**src/source/soc_fabric_pkg.sv**
```systemverilog
package soc_fabric_pkg;

    //----------------------------------------------------------------------
    // Bus widths
    //----------------------------------------------------------------------
    localparam int ADDR_W = 32;
    localparam int DATA_W = 32;
    localparam int STRB_W = 4;

    //----------------------------------------------------------------------
    // Memory map
    //----------------------------------------------------------------------
    localparam logic [ADDR_W-1:0] RAM_BASE    = 32'h8000_0000;
    localparam logic [ADDR_W-1:0] GPIO_BASE   = 32'hF000_0000;
    localparam logic [ADDR_W-1:0] REGION_MASK = 32'hF000_0000;

    // Register offsets within the GPIO region
    localparam logic [3:0] REG_GPIO_OUT = 4'h0;
    localparam logic [3:0] REG_GPIO_OE  = 4'h4;
    localparam logic [3:0] REG_GPIO_IN  = 4'h8;
    localparam logic [3:0] REG_CTRL     = 4'hC;

    // AXI response codes
    localparam logic [1:0] RESP_OKAY   = 2'b00;
    localparam logic [1:0] RESP_SLVERR = 2'b10;

    //----------------------------------------------------------------------
    // Address views
    //----------------------------------------------------------------------
    typedef struct packed {
        logic [3:0]  region;
        logic [25:0] word;
        logic [1:0]  byte_off;
    } ram_view_t;

    typedef struct packed {
        logic [3:0]  region;
        logic [23:0] unused;
        logic [1:0]  reg_sel;
        logic [1:0]  byte_off;
    } reg_view_t;

    // Same address word, decoded per target
    typedef union packed {
        ram_view_t ram;
        reg_view_t regs;
    } addr_u;

    typedef struct packed {
        logic              is_write;
        addr_u             addr;
        logic [DATA_W-1:0] wdata;
        logic [STRB_W-1:0] wstrb;
    } req_t;

    typedef struct packed {
        logic              is_write;
        logic [DATA_W-1:0] data;
        logic [1:0]        resp;
    } resp_t;

endpackage

```
**src/source/req_fifo.sv**
```systemverilog
`timescale 1ns/100ps

module req_fifo
#(
     parameter int FIFO_DEPTH = 4
)
(
     input  logic                    clk_i
    ,input  logic                    rst_n_i
    ,input  logic                    push_i
    ,input  soc_fabric_pkg::req_t    push_req_i
    ,output logic                    full_o
    ,input  logic                    pop_i
    ,output logic                    head_valid_o
    ,output soc_fabric_pkg::req_t    head_req_o
);

localparam int IDX_W = $clog2(FIFO_DEPTH);

soc_fabric_pkg::req_t mem_q [FIFO_DEPTH];

// Extra top bit tells full from empty
logic [IDX_W:0] wr_ptr_q;
logic [IDX_W:0] rd_ptr_q;
logic           empty_w;

assign empty_w = (wr_ptr_q == rd_ptr_q);
assign full_o  = (wr_ptr_q[IDX_W] != rd_ptr_q[IDX_W]) &&
                 (wr_ptr_q[IDX_W-1:0] == rd_ptr_q[IDX_W-1:0]);

assign head_valid_o = ~empty_w;
assign head_req_o   = mem_q[rd_ptr_q[IDX_W-1:0]];

always_ff @(posedge clk_i) begin
    if (!rst_n_i) begin
        wr_ptr_q <= '0;
        rd_ptr_q <= '0;
    end else begin
        if (push_i) begin
            wr_ptr_q <= wr_ptr_q + (IDX_W+1)'(1);
        end
        if (pop_i && !empty_w) begin
            rd_ptr_q <= rd_ptr_q + (IDX_W+1)'(1);
        end
    end
end

always_ff @(posedge clk_i) begin
    if (push_i) begin
        mem_q[wr_ptr_q[IDX_W-1:0]] <= push_req_i;
    end
end

endmodule

```
**config.mk**
```make
export PLATFORM = sky130hd
export DESIGN_NAME = req_fifo
export DESIGN_NICKNAME = d
export VERILOG_FILES = /design/src/source/soc_fabric_pkg.sv /design/src/source/req_fifo.sv
export SDC_FILE = /design/constraint.sdc
export NUM_CORES = 1
export LEC_CHECK = 0
export BUFFER_PORTS_ARGS = -buffer_cell sky130_fd_sc_hd__buf_2
export CAP_MARGIN = 20
export CELL_PAD_IN_SITES_DETAIL_PLACEMENT = 2
export CELL_PAD_IN_SITES_GLOBAL_PLACEMENT = 2
export CORE_ASPECT_RATIO = 1.2
export CORE_MARGIN = 4
export CORE_UTILIZATION = 45
export DETAILED_ROUTE_END_ITERATION = 10
export PLACE_DENSITY = 0.79
export SLEW_MARGIN = 5
export SYNTH_ARGS = -nofsm -noshare
export SYNTH_HDL_FRONTEND = slang
export SYNTH_SLANG_ARGS = --single-unit
```
**constraint.sdc**
```tcl
create_clock -name clk_i -period 2.99 [get_ports clk_i]
set_input_delay 0.4485 -clock clk_i [delete_from_list [all_inputs] [get_ports clk_i]]
set_output_delay 0.4485 -clock clk_i [all_outputs]
set_load 0.005 [all_outputs]
```
======== Word level (Yosys, flattened, before mapping) ========
Memories as Yosys holds them, arrays and structs flattened. A register that Yosys moved wholly into a read port is not among the register bits.
Index checks and enable logic that the tools add are counted.
operators by class
  bitwise operators ....................... 1
  mux-type cells .......................... 4
  reduce and logical (&&, ||, !) cells .... 3
  equal/unequal tests ..................... 3
  add/sub/neg operators ................... 2
operator list
  kind                                         number
  adder 3 x 1 -> 3 bit, second input constant  2
  2-to-1 mux 2 bit                             2
  equality test 3 bit                          1
  equality test 2 bit                          1
  logical AND 1 bit                            2
  2-to-1 mux 1 bit                             2
  zero test 1 bit                              1
  != test 1 bit                                1
  NOT 1 bit                                    1
word-level totals
  input port bits ......................... 73
  output and inout bits ................... 71
  flip-flop bits (word level) ............. 6
  memories ................................ 1
  RAM bits ................................ 276
memory list
  memory  words  bits a word  read ports  clocked after memory_dff  write ports  RTL line        text
  mem_q   4      69           1           1                         1            req_fifo.sv:20  soc_fabric_pkg::req_t mem_q [FIFO_DEPTH];

======== Depth between registers and ports, before layout ========
  depth in word-level cells ............... 5
  depth in mapped cells ................... 5
  depth with buffers taken out ............ 4

======== Worst setup path before layout ========
No wires, ideal clock.
  path kind ............................... reg-to-reg
  start point ............................. reg wr_ptr_q[1]
  end point ............................... mem mem_q[0][0] (netlist name), enable pin
  period minus slack after synthesis ...... 2.714 ns
  path slack .............................. 0.276 ns
  path buffers ............................ 1
  cell stages (with the launch flop) ...... 5
  arrival time ............................ 2.280 ns
  required time ........................... 2.556 ns
  cells stage by stage .................... dfxtp_1 > clkbuf_2 > inv_1 > ha_1 > and2_1
RTL lines
  element                   RTL line        text
  start: declaration        req_fifo.sv:23  logic [IDX_W:0] wr_ptr_q;
  start signal: assignment  req_fifo.sv:40  wr_ptr_q <= wr_ptr_q + (IDX_W+1)'(1);
  end: declaration          req_fifo.sv:20
No word-level cell before the write port.

==> flow_summary.yaml <==
timing:
  hold_ws_ns: 0.128
  final_max_slew_viol_count: 0
  min_period_ns: 2.69
  setup_tns_ns: 0
  worstMarginPinSlew_ns: 0.613
  finalCritPeriodShare: 0.900
  rsz0062_at_grt: "no"
  finalSetupViolCount: 0
  skew_ns: 0.0104
  fmax_ghz: 0.372
  maxSlewHeadroom: 0.591
  final-hold-violation-count: 0
detailed_routing:
  vias_per_cell: 5.40
  drt_iter0_drc: 283
  antenna_left: 0
  via_count: 4950
  drc: 0
  wl_um: 26500
  wl_per_cell_um: 29.0
  dr.pass1.iters: 4
synth:
  synth_top_cell_area_share: 0.793
  syn-cell-area_mm2: 0.0105
  ys_warn_count: 0
  synth.avg_cell_area_um2: 25.1
  synthArstFlopShare: 0
  ys_ff_latch: 284
  ys_types: 30
  yosysMostFrequentCell: "edfxtp_1"
  synth_edf_count: 276
  synth_commonest_cells: "edfxtp_1 (276), mux4_2 (69), dfxtp_1 (8)"
  ys.flop_type: "edfxtp_1"
  synth.area.top_cells: "edfxtp_1 (79%), mux4_2 (15%), dfxtp_1 (1.5%)"
  synthCells: 416
  synth_fp_nets: 494
  ys_seq_area_frac: 0.808
  yosysTopAreaCell: "edfxtp_1"
setup_path:
  startpoint_type: "flip-flop"
  crit_path_top_delay_cell: "dfxtp_4"
  path_buf_inv: 2
  worstSetupPathType: "flip-flop to primary output"
  arrival_ns: 2.24
  reg2reg_slack_ns: 1.04
  rr_worst_depth: 3
  path_cells: "buf_12, mux4_2, buf_2"
  critical-path-top-delay-family: "flip-flops"
  crit_path_end_kind: "primary output"
  max_stage_delay_ns: 0.70
  path_max_fanout: 23
  worstReg2RegStart: "wr_ptr_q[1]"
  r2r-end: "mem_q[2][38]"
  required_ns: 2.54
power:
  powerDensity_mw_per_mm2: 812
  p_leak_nw: 4.23
  ir_drop_v: 0.000571
layout:
  fillCellCount: 1930
  fin_cells: 916
  synthToLayoutAreaGrowth_pct: 20.1
  antennaDiodeCount: 0
  nets: 662
  design_area_mm2: 0.0125
  final_layout_size_suffix_gt1_frac: 0.450
worst_hold_path:
  hold_start: "push_req_i[8]"
  whs_endpoint: "mem_q[1][8]"
  hp-class: "primary input to flip-flop"
  holdPathStages: 1
cts:
  cts_max_level: 1
  cts_root_buf: "clkbuf_16"
  cts_buffers: 29
  cts_tree: "yes"
  cts_sinks: 284
  clock_path_buffers: 3
  path_clk_slew_ns: 0.06
  hold_buffers: 0
  cts_resized: 0
  post_cts.repair.setup_buffers: 0
  clock_latency_ns: 0.53
placed_design:
  numPortBuffers: 143
  dp_hpwl_um: 17000
  gp_congestion: 0.726
  placed_cells: 863
  place_area_mm2: 0.0116
grt:
  grt_pass1_wl_um: 39500
  grt_max_degree: 38
  grt-ovfl-total: 0
  grt_pass1_vias: 5668
  grtUsageTotal: 0.208
  antenna_found_initial: 2
die:
  start_util: 0.461
  rows: 60
  dieHeight_um: 175
  num_io_pins: 144
  core_area_mm2: 0.0227
  fp.dieW_um: 147
  dieArea_mm2: 0.0257
status:
  status: "completed"
run:
  max_cap_viol_count: 0
-- registers in the layout, indices dropped and copies added, names as in the netlist, named ones only --
name,flops
mem_q,276
rd_ptr_q,3
wr_ptr_q,3
-- power by group --
group / internal, mW / leakage, nW / switching, mW
logic: 1.00 / 1.16 / 0.817
registers: 4.58 / 2.60 / 0.213
clock network: 2.11 / 0.466 / 1.47
-- layout make-up --
type | count | area, µm² | share of cell area
flip-flops and latches | 284 | 8460 | 0.674
inverters | 4 | 15.0 | 0.00120
multi-input cells | 111 | 1870 | 0.149
repair buffers | 154 | 886 | 0.0706
clock inverters | 22 | 204 | 0.0163
clock buffers | 31 | 733 | 0.0584
well taps | 310 | 388 | 0.0309
-- how the worst max path moves through the flow --
stage                      from        endpoint  slack (ns)  cells past startpoint
finish                flip-flop  head_req_o[53]        0.30                      3
CTS                   flip-flop  head_req_o[67]        0.24                      3
global placement      flip-flop  head_req_o[60]        0.84                      3
global route          flip-flop  head_req_o[67]        0.18                      3
floorplan           wr_ptr_q[1]     mem_q[0][0]        0.28                      4
detailed placement    flip-flop  head_req_o[67]        0.81                      3
-- cell usage in the layout (no fill, tap or decap), types with 3 or more instances in the layout --
cell type,count
and2_4,4
buf_2,143
nand2_1,3
buf_4,4
buf_12,7
clkbuf_16,29
clkinv_1,7
nand3_1,3
nor2_1,3
clkinv_2,10
inv_1,4
bufinv_16,4
mux4_2,69
dfxtp_1,6
ha_1,5
xnor2_1,5
xor2_1,3
edfxtp_1,276
-- routing by layer --
layer	vias to the layer above	part of all wire	global-route usage
met5	-	0.00049	0
met4	2	0.012	0.0287
met3	32	0.044	0.0402
met2	132	0.57	0.402
met1	2664	0.38	0.245
li1	2120	-	-
-- metrics by stage --
stage,worst slack (ns),util,power [mW]
2_1_floorplan,0.276,-,5.95
3_5_place_dp,0.810,0.512,6.73
3_3_place_gp,0.843,0.512,6.62
4_1_cts,0.238,0.553,10.4
5_1_grt,0.179,0.553,10.7
6_report,0.299,0.553,10.2
-- cell families after synthesis --
family	after synthesis	synth area share
AO/OA/AOI/OAI	7	0.00443
AND/OR/NAND/NOR	21	0.0109
buffers and inverters	21	0.0139
XOR/XNOR	8	0.00671
flip-flops	284	0.808
multiplexers	70	0.150
adder cells (fa/ha/maj)	5	0.00599
Note: power is estimated with default switching activity, not from simulation.
