<file path="src/source/soc_fabric_pkg.sv">
package soc_fabric_pkg;

    //----------------------------------------------------------------------
    // Bus widths
    //----------------------------------------------------------------------
    localparam int ADDR_W = 32;
    localparam int DATA_W = 32;
    localparam int STRB_W = 4;

    //----------------------------------------------------------------------
    // Memory map
    //----------------------------------------------------------------------
    localparam logic [ADDR_W-1:0] RAM_BASE    = 32'h8000_0000;
    localparam logic [ADDR_W-1:0] GPIO_BASE   = 32'hF000_0000;
    localparam logic [ADDR_W-1:0] REGION_MASK = 32'hF000_0000;

    // Register offsets within the GPIO region
    localparam logic [3:0] REG_GPIO_OUT = 4'h0;
    localparam logic [3:0] REG_GPIO_OE  = 4'h4;
    localparam logic [3:0] REG_GPIO_IN  = 4'h8;
    localparam logic [3:0] REG_CTRL     = 4'hC;

    // AXI response codes
    localparam logic [1:0] RESP_OKAY   = 2'b00;
    localparam logic [1:0] RESP_SLVERR = 2'b10;

    //----------------------------------------------------------------------
    // Address views
    //----------------------------------------------------------------------
    typedef struct packed {
        logic [3:0]  region;
        logic [25:0] word;
        logic [1:0]  byte_off;
    } ram_view_t;

    typedef struct packed {
        logic [3:0]  region;
        logic [23:0] unused;
        logic [1:0]  reg_sel;
        logic [1:0]  byte_off;
    } reg_view_t;

    // Same address word, decoded per target
    typedef union packed {
        ram_view_t ram;
        reg_view_t regs;
    } addr_u;

    typedef struct packed {
        logic              is_write;
        addr_u             addr;
        logic [DATA_W-1:0] wdata;
        logic [STRB_W-1:0] wstrb;
    } req_t;

    typedef struct packed {
        logic              is_write;
        logic [DATA_W-1:0] data;
        logic [1:0]        resp;
    } resp_t;

endpackage

</file>
<file path="src/source/axil_req_front.sv">
`timescale 1ns/100ps

module axil_req_front
(
    // Clock and reset
     input  logic                                clk_i
    ,input  logic                                rst_n_i

    // Write address and data
    ,input  logic                                s_awvalid_i
    ,input  logic [soc_fabric_pkg::ADDR_W-1:0]   s_awaddr_i
    ,output logic                                s_awready_o
    ,input  logic                                s_wvalid_i
    ,input  logic [soc_fabric_pkg::DATA_W-1:0]   s_wdata_i
    ,input  logic [soc_fabric_pkg::STRB_W-1:0]   s_wstrb_i
    ,output logic                                s_wready_o

    // Write response
    ,output logic                                s_bvalid_o
    ,output logic [1:0]                          s_bresp_o
    ,input  logic                                s_bready_i

    // Read address and data
    ,input  logic                                s_arvalid_i
    ,input  logic [soc_fabric_pkg::ADDR_W-1:0]   s_araddr_i
    ,output logic                                s_arready_o
    ,output logic                                s_rvalid_o
    ,output logic [soc_fabric_pkg::DATA_W-1:0]   s_rdata_o
    ,output logic [1:0]                          s_rresp_o
    ,input  logic                                s_rready_i

    // Request and response streams
    ,output logic                                req_valid_o
    ,output soc_fabric_pkg::req_t                req_o
    ,input  logic                                req_ready_i
    ,input  logic                                resp_valid_i
    ,input  soc_fabric_pkg::resp_t               resp_i
    ,output logic                                resp_ready_o
);

logic live_q;
logic wr_req_w;
logic wr_accept_w;
logic rd_accept_w;

// Not accepting anything until the cycle after reset
always_ff @(posedge clk_i) begin
    if (!rst_n_i) begin
        live_q <= 1'b0;
    end else begin
        live_q <= 1'b1;
    end
end

//----------------------------------------------------------------------
// Request side, writes win over reads
//----------------------------------------------------------------------
assign wr_req_w    = live_q & s_awvalid_i & s_wvalid_i;
assign wr_accept_w = wr_req_w & req_ready_i;
assign rd_accept_w = live_q & s_arvalid_i & req_ready_i & ~wr_accept_w;

assign s_awready_o = wr_accept_w;
assign s_wready_o  = wr_accept_w;
assign s_arready_o = rd_accept_w;

assign req_valid_o = wr_req_w | (live_q & s_arvalid_i);

always_comb begin
    req_o.is_write = wr_req_w;
    req_o.addr     = wr_req_w ? s_awaddr_i : s_araddr_i;
    req_o.wdata    = s_wdata_i;
    req_o.wstrb    = wr_req_w ? s_wstrb_i : '0;
end

//----------------------------------------------------------------------
// Response side
//----------------------------------------------------------------------
assign s_bvalid_o = resp_valid_i & resp_i.is_write;
assign s_bresp_o  = resp_i.resp;

assign s_rvalid_o = resp_valid_i & ~resp_i.is_write;
assign s_rdata_o  = resp_i.data;
assign s_rresp_o  = resp_i.resp;

// Ready from whichever channel owns the pending response
assign resp_ready_o = resp_i.is_write ? s_bready_i : s_rready_i;

endmodule

</file>
<file path="config.mk">
export PLATFORM = sky130hd
export DESIGN_NAME = axil_req_front
export DESIGN_NICKNAME = d
export VERILOG_FILES = /design/src/source/soc_fabric_pkg.sv /design/src/source/axil_req_front.sv
export SDC_FILE = /design/constraint.sdc
export NUM_CORES = 1
export LEC_CHECK = 0
export BUFFER_PORTS_ARGS = -buffer_cell sky130_fd_sc_hd__buf_4
export CORE_AREA = 2 2 98 100
export DETAILED_ROUTE_END_ITERATION = 6
export DIE_AREA = 0 0 100 102
export SLEW_MARGIN = 20
export SYNTH_ARGS = -nofsm -noshare
export SYNTH_HDL_FRONTEND = slang
export SYNTH_SLANG_ARGS = --single-unit
export TNS_END_PERCENT = 10
</file>
<file path="constraint.sdc">
create_clock -name clk_i -period 2.8 [get_ports clk_i]
set_input_delay 0.14 -clock clk_i [delete_from_list [all_inputs] [get_ports clk_i]]
set_output_delay 0.14 -clock clk_i [all_outputs]
set_load 0.005 [all_outputs]
</file>
Word level (Yosys, flattened, before mapping)
Cells that the tools add are included.
Widths: inputs -> output; s select.
{ "word_totals": {"regBits": 1, "latchBits": 0, "ram_bits": 0, "romBits": 0, "input_bits": 144, "output_inout_bits": 112, "word_cells": 16, "mem_count": 0} }
{ "classes": {"n_addsub": 0, "n_mul": 0, "n_div": 0, "magnitude_cmp": 0, "n_eq_ne": 0, "n_shift": 0, "mux": 4, "n_bitwise": 11, "reduce_logical": 0} }
{ "ops": {"columns": ["cell", "n"], "rows": [
  ["$mux 32", 1],
  ["$and 1x1->1", 8],
  ["$mux 4", 1],
  ["$mux 1", 2],
  ["$not 1->1", 2],
  ["$or 1x1->1", 1]
]} }

Depth between registers and ports, before layout
{ "logic_depth": {"ltp_word": 5, "ltp_mapped": 5, "mapped_depth_nobuf": 3} }

Least setup slack after synthesis
No wires, ideal clock.
{ "synth_timing": {"path_kind": "register -> output", "start": "register live_q", "end": "output s_wready_o", "arrival_time_ps": 1009, "required_time_ps": 2660, "slack_ps": 1651, "stages_incl_launch_ff": 6, "n_path_buf": 2, "cell_sequence": "dfxtp_1 -> nand3_4 -> buf_6 -> inv_1 -> and2_1 -> buf_4"} }
{ "synth_via": {"elab_chain_cells": 3} }
{ "synth_rtl": {"columns": ["item", "line_no", "source"], "rows": [
  ["start: declaration", "axil_req_front.sv:41", "logic live_q;"],
  ["start signal: assignment", "axil_req_front.sv:49", "live_q <= 1'b0;"],
  ["start signal: assignment", "axil_req_front.sv:51", "live_q <= 1'b1;"],
  ["$and 1x1->1 (2 in series)", "axil_req_front.sv:58", "assign wr_req_w = live_q & s_awvalid_i & s_wvalid_i;"],
  ["named net wr_req_w", "axil_req_front.sv:42", "logic wr_req_w;"],
  ["$and 1x1->1", "axil_req_front.sv:59", "assign wr_accept_w = wr_req_w & req_ready_i;"],
  ["end: declaration", "axil_req_front.sv:16", ",output logic s_wready_o"]
]} }
The timed path passes the listed nets, and every way through them passes these cells.

==> flow_summary.yaml <==
run_status:
  outcome: "finished clean"
worst_setup_path:
  critical_path_arrival_ns: 1.53
  critical_path_required_ns: 2.66
  crit_path_max_fanout: 33
  cp-start-kind: "register"
  sort_of_element_at_the_end_of_the_critical_path: "primary output"
  crit_type: "reg -> out"
finish:
  largest-register: "live_q"
  antenna_diode_count: 0
  area_growth_pct: 42.6
  area_of_all_placed_cells_without_fillers_um2: 1630
  largest_register_ffs: 1
  design.final.nets: 314
  finish.utilization_pct: 17.9
  share_of_layout_cells_above_drive_strength_1_pct: 92.3
  instances_no_fill: 279
  reg.largest.list: "live_q: 1 flops"
die:
  row_count: 35
  core_area_um2: 9110
  start_util_pct: 12.6
  io_pins: 256
  die_width_um: 100
  die-area_um2: 10200
  die_height_um: 102
placement:
  placement.cell_area_um2: 1630
  globalplace.congestion: 0.639
  post-dp-hpwl_um: 3130
  dpl.cell_count: 279
  portBuffers: 121
sta:
  finalSetupViolCount: 0
  total_negative_slack_for_setup_checks_ns: 0
  final.min_clock_period_ns: 1.67
  period_share_pct: 59.8
  timing.hold.ws_ns: 0.257
  timing.final.max_slew_violations: 0
  hold_violations: 0
  max_slew.worst_pin.slew_ns: 0.648
  max_slew_margin_pct: 56.8
  setup_repair_after_global_routing_missed_its_margin: "false"
  upper_clock_frequency_limit_mhz: 597
global_route:
  grt_pass1_wl_um: 4220
  grt_max_degree: 34
  grt_antenna_before_repair: 0
  grt_util_all_layers_pct: 5.10
  grt_remaining_overflow: 0
  number_of_global_route_vias_before_repair: 843
drt:
  num_vias: 942
  drc_errors: 0
  detail_route.wirelength_um: 3550
  detail_route.iter0.violations: 4
  drt_pre_antenna_iters: 2
  wl_per_cell_um: 12.7
  drt.antenna.violating_nets: 0
  post_drt_via_cell_ratio: 3.38
power_and_ir_drop:
  swShare_pct: 25.4
  p_int_uw: 179
  p_leak_nw: 0.920
  comb_power_share_pct: 93.2
  power.share.sequential_pct: 6.8
  power.density_cell_area_nw_per_um2: 147
  ir_drop_uv: 33.9
  total_switching_power_uw: 61.0
  clock_power_share_pct: 0
synth:
  syn_avg_cell_area_um2: 9.55
  area_share_of_the_largest_cell_type_after_synthesis_pct: 45.9
  synth.area.top_cells: "buf_4 (46%), mux2_4 (38%), mux2_2 (3.9%), and2_1 (3.3%), buf_6 (2.9%)"
  ff_latch_count_synth: 1
  synthesis.area_um2: 1150
  synth-seq-area-share_pct: 1.75
  synthDistinctLibCells: 11
  post_synth_inst_count: 120
  yosysWarningCount: 0
  syn_nets: 264
  synth_largest_area_cell: "buf_4"
min_path:
  min_path_type: "in -> reg"
  worstHoldPathCells: 1
run:
  maxCapViolCount: 0
clock_network:
  cts_post_setup_buffers_inserted: 0
  number_of_buffers_added_to_fix_hold_violations_after_cts: 0
  cts.reportedPaths.clkPinSlew_ns: 0
  postCtsResizedCells: 0
==> power groups by stage <==
stage | sequential (mW) | combinational, mW | clock (mW)
after floorplan | 0.0161 | 0.158 | 0
after global placement | 0.0161 | 0.224 | 0
after detailed placement | 0.0164 | 0.228 | 0
after CTS | 0.0163 | 0.229 | 0
after global routing | 0.0164 | 0.240 | 0
final | 0.0163 | 0.224 | 0
==> cells in the final DEF (no fill, tap or decap) <==
master,instances
a21oi_1,2
and2_1,6
buf_4,121
dfxtp_1,1
inv_1,1
mux2_2,4
mux2_4,29
nand3_1,1
nand3_4,1
nor2b_1,2
==> synthesized netlist by cell type <==
master / instances
buf_6: 3
dfxtp_1: 1
and2_1: 6
mux2_2: 4
nand3_1: 1
mux2_4: 29
buf_4: 70
a21oi_1: 2
nand3_4: 1
nor2b_1: 2
inv_1: 1
==> area by class of cell <==
class / instances / area (µm²)
fill: 1030 / 7470
sequential: 1 / 20.0
tap: 111 / 139
timing repair buffer: 121 / 908
multi-input combinational: 45 / 563
inverter: 1 / 3.75
==> layer usage <==
metal	track usage, %	wire (µm)	vias up
met3	2.94	612	18
met5	0	0	-
met2	9.46	1800	86
met4	1.37	51	0
met1	4.83	1090	419
li1	-	-	419
==> critical path, stage by stage, from the launching register on <==
cell     delay (ns)
dfxtp_1        0.37
nand3_4        0.49
mux2_4         0.49
buf_4          0.14
==> cells by family after synthesis <==
family                 after synthesis  synth area share [%]
AND/OR/NAND/NOR                     10                  6.33
flip-flops                           1                  1.75
multiplexers                        33                  41.9
AO/OA/AOI/OAI                        2                 0.873
buffers and inverters               74                  49.1
==> path summary, 6_finish.rpt <==
check | to | start
worst max-delay path | req_o[48] | live_q$_DFF_P_
worst min-delay path | live_q$_DFF_P_ | rst_n_i
==> through the flow <==
step           power (mW)  setup slack (ns)
6_report            0.240              1.13
5_1_grt             0.257              1.02
4_1_cts             0.245              1.09
3_5_place_dp        0.245              1.08
3_3_place_gp        0.240              1.17
2_1_floorplan       0.174              1.65
No activity file was read; power rests on OpenSTA's default activity.
